<file path="config.mk">
export PLATFORM = sky130hd
export DESIGN_NAME = cart_loader
export DESIGN_NICKNAME = d
export VERILOG_FILES = /design/src/snes_cart_pkg.sv /design/src/cart_loader.sv /design/src/backup_sequencer.sv /design/src/cheat_assembler.sv /design/src/header_parser.sv /design/src/download_decoder.sv
export SDC_FILE = /design/constraint.sdc
export NUM_CORES = 1
export LEC_CHECK = 0
export ABC_CLOCK_PERIOD_IN_PS = 5850
export BUFFER_PORTS_ARGS = -buffer_cell sky130_fd_sc_hd__buf_2
export CORE_ASPECT_RATIO = 0.7
export CORE_MARGIN = 4
export CORE_UTILIZATION = 40
export CTS_BUF_LIST = sky130_fd_sc_hd__clkbuf_4
export DETAILED_ROUTE_END_ITERATION = 10
export GPL_TIMING_DRIVEN = 0
export PLACE_DENSITY = 0.74
export SETUP_SLACK_MARGIN = 0.1
export SLEW_MARGIN = 20
export SYNTH_ARGS = -nofsm -noshare
export SYNTH_HDL_FRONTEND = slang
export SYNTH_HIERARCHICAL = 1
export SYNTH_SLANG_ARGS = --single-unit
</file>
<file path="constraint.sdc">
create_clock -name clk_sys -period 5.85 [get_ports clk_sys]
set_input_delay 0.2925 -clock clk_sys [delete_from_list [all_inputs] [get_ports clk_sys]]
set_output_delay 0.2925 -clock clk_sys [all_outputs]
set_load 0.05 [all_outputs]
</file>
<file path="src/snes_cart_pkg.sv">
//==========================================================================
// Cartridge loader shared definitions
// Download word types, internal header offsets, header and region
// selection encodings and the cheat record layout
//==========================================================================
`default_nettype none

package snes_cart_pkg;

	// Download stream
	typedef logic [24:0] dl_addr_t;
	typedef logic [15:0] dl_data_t;

	// ROM and RAM address masks
	typedef logic [23:0] mask_t;

	// Index reserved for cheat code downloads
	localparam logic [7:0] CODE_INDEX = 8'hFF;

	// ROM header selection from the menu
	typedef enum logic [2:0] {
		HDR_AUTO      = 3'd0,
		HDR_NO_HEADER = 3'd1,
		HDR_LOROM     = 3'd2,
		HDR_HIROM     = 3'd3,
		HDR_EXHIROM   = 3'd4
	} header_mode_e;

	// Video region selection
	typedef enum logic [1:0] {
		REGION_AUTO = 2'd0,
		REGION_NTSC = 2'd1,
		REGION_PAL  = 2'd2
	} region_sel_e;

	// ROM size word of the internal header, before the copier header
	// RAM size word sits 2 bytes above
	localparam dl_addr_t LOROM_INFO   = 25'h0007FD6;
	localparam dl_addr_t HIROM_INFO   = 25'h000FFD6;
	localparam dl_addr_t EXHIROM_INFO = 25'h040FFD6;

	// One cheat record, top field first
	typedef struct packed {
		logic [31:0] flags;
		logic [31:0] address;
		logic [31:0] compare;
		logic [31:0] replace;
	} cheat_code_t;

endpackage

`default_nettype wire
</file>
<file path="src/cart_loader.sv">
//==========================================================================
// Cartridge load controller
// Download decoding, header parsing, cheat records and backup RAM
// transfers for the console core
//==========================================================================
`timescale 1ns/100ps
`default_nettype none

module cart_loader #(
	parameter int unsigned COPIER_HEADER_BYTES = 512,
	parameter int unsigned SECTOR_BITS         = 9
) (
	input  wire logic                       clk_sys,
	input  wire logic                       reset,
	// Download stream
	input  wire logic                       dl_active,
	input  wire logic [7:0]                 dl_index,
	input  wire snes_cart_pkg::dl_addr_t     dl_addr,
	input  wire snes_cart_pkg::dl_data_t     dl_data,
	input  wire logic                       dl_wr,
	// Menu settings
	input  wire snes_cart_pkg::header_mode_e header_mode,
	input  wire snes_cart_pkg::region_sel_e  region_sel,
	input  wire logic                       autosave,
	// Save image and backup control
	input  wire logic                       img_mounted,
	input  wire logic                       img_nonempty,
	input  wire logic                       bk_load,
	input  wire logic                       bk_save,
	input  wire logic                       bk_write,
	input  wire logic                       osd_status,
	input  wire logic                       sd_ack,
	// Cartridge configuration
	output logic [7:0]                      rom_type,
	output snes_cart_pkg::mask_t            rom_mask,
	output snes_cart_pkg::mask_t            ram_mask,
	output logic                            pal,
	// Cheats
	output snes_cart_pkg::cheat_code_t      cheat_code,
	output logic                            cheat_valid,
	output logic                            cheat_clear,
	// Sector requests and status
	output logic [31:0]                     sd_lba,
	output logic                            sd_rd,
	output logic                            sd_wr,
	output logic                            bk_loading,
	output logic                            bk_pending,
	output logic                            core_hold,
	output logic                            led_user
);

	logic cart_dl;
	logic code_dl;
	logic cart_start;
	logic cart_end;

	download_decoder u_download_decoder (
		.clk_sys    (clk_sys),
		.reset      (reset),
		.dl_active  (dl_active),
		.dl_index   (dl_index),
		.cart_dl    (cart_dl),
		.code_dl    (code_dl),
		.cart_start (cart_start),
		.cart_end   (cart_end)
	);

	header_parser #(
		.COPIER_HEADER_BYTES (COPIER_HEADER_BYTES)
	) u_header_parser (
		.clk_sys     (clk_sys),
		.reset       (reset),
		.cart_dl     (cart_dl),
		.dl_wr       (dl_wr),
		.dl_addr     (dl_addr),
		.dl_data     (dl_data),
		.header_mode (header_mode),
		.region_sel  (region_sel),
		.rom_type    (rom_type),
		.rom_mask    (rom_mask),
		.ram_mask    (ram_mask),
		.pal         (pal)
	);

	cheat_assembler u_cheat_assembler (
		.clk_sys     (clk_sys),
		.reset       (reset),
		.code_dl     (code_dl),
		.cart_dl     (cart_dl),
		.dl_wr       (dl_wr),
		.dl_addr     (dl_addr),
		.dl_data     (dl_data),
		.cheat_code  (cheat_code),
		.cheat_valid (cheat_valid),
		.cheat_clear (cheat_clear)
	);

	backup_sequencer #(
		.SECTOR_BITS (SECTOR_BITS)
	) u_backup_sequencer (
		.clk_sys      (clk_sys),
		.reset        (reset),
		.cart_dl      (cart_dl),
		.cart_start   (cart_start),
		.cart_end     (cart_end),
		.ram_mask     (ram_mask),
		.img_mounted  (img_mounted),
		.img_nonempty (img_nonempty),
		.bk_load      (bk_load),
		.bk_save      (bk_save),
		.autosave     (autosave),
		.bk_write     (bk_write),
		.osd_status   (osd_status),
		.sd_ack       (sd_ack),
		.sd_lba       (sd_lba),
		.sd_rd        (sd_rd),
		.sd_wr        (sd_wr),
		.bk_loading   (bk_loading),
		.bk_pending   (bk_pending),
		.core_hold    (core_hold),
		.led_user     (led_user)
	);

endmodule

`default_nettype wire

</file>
<file path="src/backup_sequencer.sv">
//==========================================================================
// Backup RAM sequencer
// Tracks backup enable and unsaved writes and runs the sector transfers
// between battery RAM and the save image
//==========================================================================
`timescale 1ns/100ps
`default_nettype none

module backup_sequencer #(
	parameter int unsigned SECTOR_BITS = 9
) (
	input  wire logic                clk_sys,
	input  wire logic                reset,
	input  wire logic                cart_dl,
	input  wire logic                cart_start,
	input  wire logic                cart_end,
	input  wire snes_cart_pkg::mask_t ram_mask,
	input  wire logic                img_mounted,
	input  wire logic                img_nonempty,
	input  wire logic                bk_load,
	input  wire logic                bk_save,
	input  wire logic                autosave,
	input  wire logic                bk_write,
	input  wire logic                osd_status,
	input  wire logic                sd_ack,
	output logic [31:0]              sd_lba,
	output logic                     sd_rd,
	output logic                     sd_wr,
	output logic                     bk_loading,
	output logic                     bk_pending,
	output logic                     core_hold,
	output logic                     led_user
);

	logic        bk_ena;
	logic        bk_busy;
	logic        load_q;
	logic        save_q;
	logic        ack_q;
	logic        save_req;
	logic        start_rd;
	logic        start_wr;
	logic [31:0] last_lba;

	//======================================================================
	// Backup enable and pending writes
	//======================================================================
	always_ff @(posedge clk_sys) begin
		if (!reset) begin
			bk_ena <= 1'b0;
		end else begin
			if (cart_start) begin
				bk_ena <= 1'b0;
			end
			// Save image is mounted while the cartridge is still loading
			if (cart_dl && img_mounted) begin
				bk_ena <= |ram_mask;
			end
		end
	end

	always_ff @(posedge clk_sys) begin
		if (!reset) begin
			bk_pending <= 1'b0;
		end else if (bk_ena && !osd_status && bk_write) begin
			bk_pending <= 1'b1;
		end else if (bk_busy) begin
			bk_pending <= 1'b0;
		end
	end

	//======================================================================
	// Transfer triggers
	//======================================================================
	// Autosave fires once the menu opens over unsaved data
	assign save_req = bk_save | (bk_pending & osd_status & autosave);

	assign start_rd = bk_ena & ((bk_load & ~load_q) | (cart_end & img_nonempty));
	assign start_wr = bk_ena & save_req & ~save_q;

	// Last sector number of the RAM image
	assign last_lba = 32'(ram_mask >> SECTOR_BITS);

	always_ff @(posedge clk_sys) begin
		if (!reset) begin
			load_q     <= 1'b0;
			save_q     <= 1'b0;
			ack_q      <= 1'b0;
			bk_busy    <= 1'b0;
			bk_loading <= 1'b0;
			sd_rd      <= 1'b0;
			sd_wr      <= 1'b0;
			sd_lba     <= 32'd0;
		end else begin
			load_q <= bk_load;
			save_q <= save_req;
			ack_q  <= sd_ack;

			// Host took the request
			if (sd_ack && !ack_q) begin
				sd_rd <= 1'b0;
				sd_wr <= 1'b0;
			end

			if (!bk_busy) begin
				if (start_rd) begin
					bk_busy    <= 1'b1;
					bk_loading <= 1'b1;
					sd_lba     <= 32'd0;
					sd_rd      <= 1'b1;
					sd_wr      <= 1'b0;
				end else if (start_wr) begin
					bk_busy    <= 1'b1;
					bk_loading <= 1'b0;
					sd_lba     <= 32'd0;
					sd_rd      <= 1'b0;
					sd_wr      <= 1'b1;
				end
			end else if (!sd_ack && ack_q) begin
				// Sector done, finish or move on
				if (sd_lba >= last_lba) begin
					bk_busy    <= 1'b0;
					bk_loading <= 1'b0;
				end else begin
					sd_lba <= sd_lba + 32'd1;
					sd_rd  <= bk_loading;
					sd_wr  <= ~bk_loading;
				end
			end
		end
	end

	// Core stays held while RAM contents are replaced
	assign core_hold = cart_dl | bk_loading;
	assign led_user  = cart_dl | (autosave & bk_pending);

endmodule

`default_nettype wire

</file>
<file path="src/cheat_assembler.sv">
//==========================================================================
// Cheat record assembler
// Builds one 128-bit cheat record from eight download words and strobes
// it into the core, with a clear request for the cheat engine
//==========================================================================
`timescale 1ns/100ps
`default_nettype none

module cheat_assembler (
	input  wire logic                   clk_sys,
	input  wire logic                   reset,
	input  wire logic                   code_dl,
	input  wire logic                   cart_dl,
	input  wire logic                   dl_wr,
	input  wire snes_cart_pkg::dl_addr_t dl_addr,
	input  wire snes_cart_pkg::dl_data_t dl_data,
	output snes_cart_pkg::cheat_code_t  cheat_code,
	output logic                        cheat_valid,
	output logic                        cheat_clear
);

	logic code_wr;
	logic clear_q;

	assign code_wr = code_dl & dl_wr;

	// Field halves, low word first within each field
	always_ff @(posedge clk_sys) begin
		if (code_wr) begin
			case (dl_addr[3:0])
				4'd0:  cheat_code.flags[15:0]    <= dl_data;
				4'd2:  cheat_code.flags[31:16]   <= dl_data;
				4'd4:  cheat_code.address[15:0]  <= dl_data;
				4'd6:  cheat_code.address[31:16] <= dl_data;
				4'd8:  cheat_code.compare[15:0]  <= dl_data;
				4'd10: cheat_code.compare[31:16] <= dl_data;
				4'd12: cheat_code.replace[15:0]  <= dl_data;
				4'd14: cheat_code.replace[31:16] <= dl_data;
				default: ;
			endcase
		end
	end

	// Top replace word closes the record
	always_ff @(posedge clk_sys) begin
		if (!reset) begin
			cheat_valid <= 1'b0;
			clear_q     <= 1'b0;
		end else begin
			cheat_valid <= code_wr & (dl_addr[3:0] == 4'd14);
			clear_q     <= code_wr & (dl_addr == '0);
		end
	end

	// First code word of a new list, or any cartridge load
	assign cheat_clear = cart_dl | clear_q;

endmodule

`default_nettype wire

</file>
<file path="src/header_parser.sv">
//==========================================================================
// ROM header parser
// Picks mapper type, ROM and RAM sizes and region out of the copier and
// internal headers and derives the address masks and the video standard
//==========================================================================
`timescale 1ns/100ps
`default_nettype none

module header_parser #(
	parameter int unsigned COPIER_HEADER_BYTES = 512
) (
	input  wire logic                       clk_sys,
	input  wire logic                       reset,
	input  wire logic                       cart_dl,
	input  wire logic                       dl_wr,
	input  wire snes_cart_pkg::dl_addr_t     dl_addr,
	input  wire snes_cart_pkg::dl_data_t     dl_data,
	input  wire snes_cart_pkg::header_mode_e header_mode,
	input  wire snes_cart_pkg::region_sel_e  region_sel,
	output logic [7:0]                      rom_type,
	output snes_cart_pkg::mask_t            rom_mask,
	output snes_cart_pkg::mask_t            ram_mask,
	output logic                            pal
);

	localparam snes_cart_pkg::dl_addr_t HDR_OFS =
		snes_cart_pkg::dl_addr_t'(COPIER_HEADER_BYTES);

	logic [3:0]              rom_size;
	logic [3:0]              ram_size;
	logic                    rom_region;
	logic                    hdr_wr;
	logic                    info_hit;
	snes_cart_pkg::dl_addr_t info_addr;
	snes_cart_pkg::dl_addr_t ram_info_addr;

	assign hdr_wr = cart_dl & dl_wr;

	// Where the size words live for the forced mapper modes
	always_comb begin
		info_hit  = 1'b1;
		info_addr = '0;
		case (header_mode)
			snes_cart_pkg::HDR_LOROM:   info_addr = snes_cart_pkg::LOROM_INFO + HDR_OFS;
			snes_cart_pkg::HDR_HIROM:   info_addr = snes_cart_pkg::HIROM_INFO + HDR_OFS;
			snes_cart_pkg::HDR_EXHIROM: info_addr = snes_cart_pkg::EXHIROM_INFO + HDR_OFS;
			default:                    info_hit  = 1'b0;
		endcase
	end

	assign ram_info_addr = info_addr + 25'd2;

	//======================================================================
	// Size, type and region capture
	//======================================================================
	always_ff @(posedge clk_sys) begin
		if (!reset) begin
			rom_size   <= 4'hC;
			ram_size   <= 4'h0;
			rom_type   <= 8'h00;
			rom_region <= 1'b0;
		end else if (hdr_wr) begin
			if (dl_addr == '0) begin
				rom_size <= 4'hC;
				ram_size <= 4'h0;
				// Copier header byte packs both sizes
				if (header_mode == snes_cart_pkg::HDR_AUTO && dl_data[7:0] != 8'h00) begin
					ram_size <= dl_data[7:4];
					rom_size <= dl_data[3:0];
				end
				case (header_mode)
					snes_cart_pkg::HDR_NO_HEADER: rom_type <= 8'd0;
					snes_cart_pkg::HDR_LOROM:     rom_type <= 8'd0;
					snes_cart_pkg::HDR_HIROM:     rom_type <= 8'd1;
					snes_cart_pkg::HDR_EXHIROM:   rom_type <= 8'd2;
					default:                      rom_type <= dl_data[15:8];
				endcase
			end

			if (dl_addr == 25'd2) begin
				rom_region <= dl_data[8];
			end

			// Internal header, only for a forced mapper
			if (info_hit) begin
				if (dl_addr == info_addr) begin
					rom_size <= dl_data[11:8];
				end
				if (dl_addr == ram_info_addr) begin
					ram_size <= dl_data[3:0];
				end
			end
		end
	end

	// Masks follow the size registers directly
	assign rom_mask = (24'd1024 << rom_size) - 24'd1;
	assign ram_mask = (ram_size == 4'h0) ? 24'd0 : (24'd1024 << ram_size) - 24'd1;

	// Video standard, frozen while a cartridge loads
	always_ff @(posedge clk_sys) begin
		if (!reset) begin
			pal <= 1'b0;
		end else if (!cart_dl) begin
			if (region_sel == snes_cart_pkg::REGION_AUTO) begin
				pal <= rom_region;
			end else begin
				pal <= (region_sel == snes_cart_pkg::REGION_PAL);
			end
		end
	end

endmodule

`default_nettype wire

</file>
<file path="src/download_decoder.sv">
//==========================================================================
// Download stream decoder
// Splits the download into cartridge and cheat traffic and marks the
// start and end of a cartridge download
//==========================================================================
`timescale 1ns/100ps
`default_nettype none

module download_decoder (
	input  wire logic       clk_sys,
	input  wire logic       reset,
	input  wire logic       dl_active,
	input  wire logic [7:0] dl_index,
	output logic            cart_dl,
	output logic            code_dl,
	output logic            cart_start,
	output logic            cart_end
);

	logic code_index;
	logic cart_dl_q;

	// Cheat data uses the all-ones index, everything else is a cartridge
	assign code_index = (dl_index == snes_cart_pkg::CODE_INDEX);
	assign cart_dl    = dl_active & ~code_index;
	assign code_dl    = dl_active & code_index;

	// Edge pulses, one cycle behind the level
	always_ff @(posedge clk_sys) begin
		if (!reset) begin
			cart_dl_q  <= 1'b0;
			cart_start <= 1'b0;
			cart_end   <= 1'b0;
		end else begin
			cart_dl_q  <= cart_dl;
			cart_start <= cart_dl & ~cart_dl_q;
			cart_end   <= ~cart_dl & cart_dl_q;
		end
	end

endmodule

`default_nettype wire

</file>
==> impl_metrics.prom <==
# TYPE chip_impl_metric gauge
chip_impl_info{name="run_status",value="finished, final reports clean"} 1
chip_impl_info{name="hold_start",value="reset"} 1
chip_impl_metric{name="first_pass_iters",unit=""} 5
chip_impl_metric{name="fmax",unit="GHz"} 0.2107
chip_impl_metric{name="floorplan.core_area",unit="um2"} 20920
chip_impl_info{name="r2r-end",value="u_backup_sequencer/sd_lba[15]"} 1
chip_impl_metric{name="io-pin-count",unit=""} 291
chip_impl_info{name="setup.worst_path.start_class",value="register"} 1
chip_impl_metric{name="final_report_hold_violation_count",unit=""} 0
chip_impl_metric{name="power.ir.vdd_worst",unit="V"} 0.0001462
chip_impl_metric{name="setup_viol",unit=""} 0
chip_impl_metric{name="die-height",unit="um"} 130.7
chip_impl_info{name="hold_path_class",value="in2reg"} 1
chip_impl_metric{name="finClkSkew",unit="ns"} 0.01919
chip_impl_metric{name="finalCritPeriodShare",unit="%"} 81.12
chip_impl_metric{name="route.detailed.wl_per_inst",unit="um"} 19.49
chip_impl_info{name="ys.flop_type",value="sky130_fd_sc_hd__edfxtp_1"} 1
chip_impl_info{name="timing.rr.start",value="u_header_parser/ram_size[3]"} 1
chip_impl_metric{name="max-cap-violations",unit=""} 0
chip_impl_metric{name="clk_pin_slew",unit="ns"} 0.17
chip_impl_metric{name="measured_slew_at_the_worst_slew_check_pin",unit="ns"} 0.9718
chip_impl_metric{name="postCtsSetupBuffers",unit=""} 0
chip_impl_metric{name="maximum_number_of_pins_on_one_net_before_global_route_repair",unit=""} 23
chip_impl_info{name="worstSetupPathType",value="reg2reg"} 1
chip_impl_metric{name="layout-area-overhead-vs-synth",unit="%"} 29.26
chip_impl_metric{name="fraction_of_final_layout_cells_with_drive_strength_greater_than_1",unit="%"} 35.65
chip_impl_info{name="tritoncts_clock_tree",value="done"} 1
chip_impl_info{name="grt_setup_unrepaired",value="false"} 1
chip_impl_metric{name="cts_inserted_buffers",unit=""} 17
chip_impl_metric{name="drcViolationCount",unit=""} 0
chip_impl_metric{name="yosysSeqAreaShare",unit="%"} 59.54
chip_impl_metric{name="synth_enable_flop_cells",unit=""} 128
chip_impl_metric{name="syn_avg_cell_area",unit="um2"} 11.90
chip_impl_metric{name="max_slew_margin",unit="%"} 34.71
chip_impl_metric{name="portBuffers",unit=""} 279
chip_impl_info{name="critical_path.endpoint_type",value="register"} 1
chip_impl_metric{name="fin_nets",unit=""} 1148
chip_impl_metric{name="netlist_area",unit="um2"} 8607
chip_impl_metric{name="synth-async-reset-ratio",unit="%"} 0
chip_impl_metric{name="cts_max_level",unit=""} 4
chip_impl_metric{name="r2r_cells",unit=""} 16
chip_impl_metric{name="floorplan.initialDensity",unit="%"} 41.14
chip_impl_metric{name="arrival",unit="ns"} 5.24
chip_impl_metric{name="cts.path.max_buffers",unit=""} 2
chip_impl_info{name="path_cells",value="or2_1 > clkbuf_1 > or3_1 > ha_1 > clkbuf_1 > nand2b_1 > o41ai_1 > inv_1 > ha_1 > nand2_1 > or3_1 > a311oi_1 > buf_2 > buf_4 > nor4b_1 > o211a_1"} 1
chip_impl_metric{name="grt_first_pass_wirelength",unit="um"} 39320
chip_impl_metric{name="reg2reg_slack",unit="ns"} 1.10
chip_impl_metric{name="worstPathMaxFanout",unit=""} 10
chip_impl_metric{name="floorplan.die_area",unit="um2"} 23970
chip_impl_metric{name="grt_usage",unit="%"} 21.54
chip_impl_metric{name="detail_route.iter0.violations",unit=""} 735
chip_impl_info{name="root_buffer_cell",value="sky130_fd_sc_hd__clkbuf_4"} 1
chip_impl_metric{name="cts.sink_count",unit=""} 192
chip_impl_metric{name="postSynthCellCount",unit=""} 723
chip_impl_metric{name="avgViaCountPerCell",unit=""} 5.340
chip_impl_metric{name="synthDistinctLibCells",unit=""} 73
chip_impl_metric{name="clock_latency",unit="ns"} 0.59
chip_impl_metric{name="detailed_place_hpwl",unit="um"} 20010
chip_impl_metric{name="finalInstanceArea",unit="um2"} 11130
chip_impl_metric{name="ys_ff_latch",unit=""} 192
chip_impl_metric{name="die_x",unit="um"} 183.3
chip_impl_metric{name="power-per-cell-area",unit="nW/um2"} 215.9
chip_impl_metric{name="critical_path_rt",unit="ns"} 6.35
chip_impl_metric{name="gpl.final_weighted_congestion",unit=""} 0.9495
chip_impl_metric{name="synthDominantCellAreaShare",unit="%"} 44.66
chip_impl_info{name="crit_slowest_cell",value="sky130_fd_sc_hd__o41ai_1"} 1
chip_impl_info{name="whs_endpoint",value="u_download_decoder/cart_dl_q"} 1
chip_impl_metric{name="timing.final.max_slew_violations",unit=""} 0
chip_impl_metric{name="placement_rows",unit=""} 44
chip_impl_metric{name="worst_path_largest_cell_delay",unit="ns"} 0.60
chip_impl_metric{name="first_global_vias",unit=""} 6481
chip_impl_metric{name="detail_route.wirelength",unit="um"} 26450
chip_impl_metric{name="totalNegativeSetupSlack",unit="ns"} 0
chip_impl_metric{name="antenna_found_initial",unit=""} 4
chip_impl_metric{name="placedInstanceArea",unit="um2"} 10500
chip_impl_metric{name="timing.hold.worst_path_depth",unit=""} 3
chip_impl_metric{name="route.vias.total",unit=""} 7246
chip_impl_metric{name="grt_overflow_total",unit=""} 0
chip_impl_metric{name="ys.warnings.count",unit=""} 6
chip_impl_info{name="yosys-top-cells-area",value="sky130_fd_sc_hd__edfxtp_1 (45%), sky130_fd_sc_hd__dfxtp_1 (15%), sky130_fd_sc_hd__ha_1 (2.6%)"} 1
chip_impl_metric{name="leakage",unit="uW"} 0.004515
chip_impl_info{name="synthDominantAreaCellType",value="sky130_fd_sc_hd__edfxtp_1"} 1
chip_impl_metric{name="fin_crit",unit="ns"} 4.745
chip_impl_metric{name="postRouteAntennaNets",unit=""} 0
==> layout by cell type, fill, tap and decap left out, drive strengths merged, types with 5 or more instances in the layout <==
cell and instances:
mux2i 18, clkinv 6, nand2 54, and2 13, o211ai 11, clkbuf 48, a21boi 6, ha 18
nand2b 11, dlygate4sd3 27, conb 10, a21oi 16, and3 23, nor4b 5, buf 316, edfxtp 128
nor3b 7, nor3 16, or4 9, o21ai 28, nand3b 16, dfxtp 64, nand4 11, o2111ai 6
inv 40, nor2 26, nand3 34, o21a 9, nor2b 8, or3 5, nor4 34
==> state kept, by name (all words and copies together), names as in the netlist <==
signal and flops:
u_backup_sequencer/ack_q 1, u_backup_sequencer/bk_busy 1, u_backup_sequencer/bk_ena 1, u_backup_sequencer/bk_loading 1, u_backup_sequencer/bk_pending 1, u_backup_sequencer/load_q 1, u_backup_sequencer/save_q 1, u_backup_sequencer/sd_lba 32
u_backup_sequencer/sd_rd 1, u_backup_sequencer/sd_wr 1, u_cheat_assembler/cheat_code 128, u_cheat_assembler/cheat_valid 1, u_cheat_assembler/clear_q 1, u_download_decoder/cart_dl_q 1, u_download_decoder/cart_end 1, u_download_decoder/cart_start 1
u_header_parser/pal 1, u_header_parser/ram_size 4, u_header_parser/rom_region 1, u_header_parser/rom_size 4, u_header_parser/rom_type 8
==> worst max path at each step <==
stage                                      startpoint  cells after the start                            end
after floorplan           u_header_parser/ram_size[3]                     16  u_backup_sequencer/sd_lba[15]
after global placement    u_header_parser/ram_size[3]                     15  u_backup_sequencer/bk_loading
after detailed placement  u_header_parser/ram_size[3]                     16  u_backup_sequencer/sd_lba[15]
after CTS                 u_header_parser/ram_size[3]                     16  u_backup_sequencer/sd_lba[15]
after global routing      u_header_parser/ram_size[3]                     16  u_backup_sequencer/sd_lba[15]
final                     u_header_parser/ram_size[3]                     16  u_backup_sequencer/sd_lba[15]
==> layout make-up <==
| cell class | count | area (um2) |
|---|---|---|
| fillers | 1845 | 9794 |
| flip-flops and latches | 192 | 5125 |
| multi-input cells | 447 | 3100 |
| repair buffers | 313 | 1757 |
| well taps | 276 | 345.3 |
| plain buffers | 61 | 320.3 |
| clock inverters | 15 | 220.2 |
| clock buffers | 17 | 127.6 |
| inverters | 32 | 120.1 |
| diodes | 4 | 10.01 |
==> routing by layer <==
metal	track usage, %	share of wire [%]	vias to the layer above
met5	0	0	-
met4	5.954	1.3	0
met3	4.400	8.5	24
met2	32.64	45	368
met1	31.69	45	3463
li1	-	-	3391
==> Yosys cell counts, types with 3 or more instances <==
cell,count
sky130_fd_sc_hd__nor2_1,26
sky130_fd_sc_hd__a21o_1,4
sky130_fd_sc_hd__mux2i_1,18
sky130_fd_sc_hd__ha_1,18
sky130_fd_sc_hd__nor3_1,15
sky130_fd_sc_hd__dfxtp_1,64
sky130_fd_sc_hd__buf_2,7
sky130_fd_sc_hd__nor4_4,5
sky130_fd_sc_hd__nand2b_1,11
sky130_fd_sc_hd__nand3_1,34
sky130_fd_sc_hd__or3_1,4
sky130_fd_sc_hd__a21boi_1,6
sky130_fd_sc_hd__and3_1,22
sky130_fd_sc_hd__nor3b_1,6
sky130_fd_sc_hd__nand2_1,54
sky130_fd_sc_hd__buf_4,20
sky130_fd_sc_hd__nand4_1,10
sky130_fd_sc_hd__and2_0,3
sky130_fd_sc_hd__clkbuf_1,31
sky130_fd_sc_hd__or4_1,6
sky130_fd_sc_hd__o311ai_0,4
sky130_fd_sc_hd__edfxtp_1,128
sky130_fd_sc_hd__and4_1,4
sky130_fd_sc_hd__o21a_1,9
sky130_fd_sc_hd__o211a_1,4
sky130_fd_sc_hd__nor2b_1,8
sky130_fd_sc_hd__o2111ai_1,6
sky130_fd_sc_hd__nor4b_1,5
sky130_fd_sc_hd__nor4_1,21
sky130_fd_sc_hd__nor4_2,8
sky130_fd_sc_hd__nand3b_1,16
sky130_fd_sc_hd__and2_1,10
sky130_fd_sc_hd__o211ai_1,11
sky130_fd_sc_hd__o21ai_0,25
sky130_fd_sc_hd__a21oi_1,16
sky130_fd_sc_hd__inv_1,32
==> metrics by stage <==
stage                     utilization (%)  instances  power [uW]  setup WS (ns)  hold slack, ns
after detailed placement            50.18       1294        1603          1.133          0.4094
after global routing                53.18       1357        2494         0.7235         0.01861
after CTS                           52.85       1347        2417          1.081       0.0008530
final                               53.18       1357        2402          1.105         0.05719
after floorplan                         -        732        1539         0.2712          0.3909
after global placement              49.63       1287        1600          1.157          0.4033
==> repair_timing <==
| action | CTS | global route |
|---|---|---|
| resized for setup | 0 | 0 |
| hold buffers | 21 | 6 |
| endpoints found under the hold margin | 83 | 21 |
==> cells by family after synthesis <==
family	Yosys count	share of synthesized area, %
muxes	18	2.093
xor gates and xnor gates	2	0.2036
buffers and inverters	93	5.117
other	1	0.04357
DFF	192	59.54
and+or+nand+nor	285	20.53
AOI/OAI and AO/OA	114	9.856
adders and majority gates	18	2.617
==> where the power goes <==
part	total, uW	leakage [uW]	switching [uW]	internal, uW
logic	143	0.00267	93.1	49.6
clock network	812	0.000180	556	256
registers	1450	0.00167	0.764	1450
total	2400	0.00451	650	1750
==> critical path: cells and delay by family (launching register included) <==
kind	cells	cell delay, ns
AO/OA/AOI/OAI	3	1.24
flip-flops	1	0.42
AND/OR/NAND/NOR	6	1.37
adder cells (fa/ha/maj)	2	0.52
buffers and inverters	5	1.10
(Power assumes the default switching activity.)
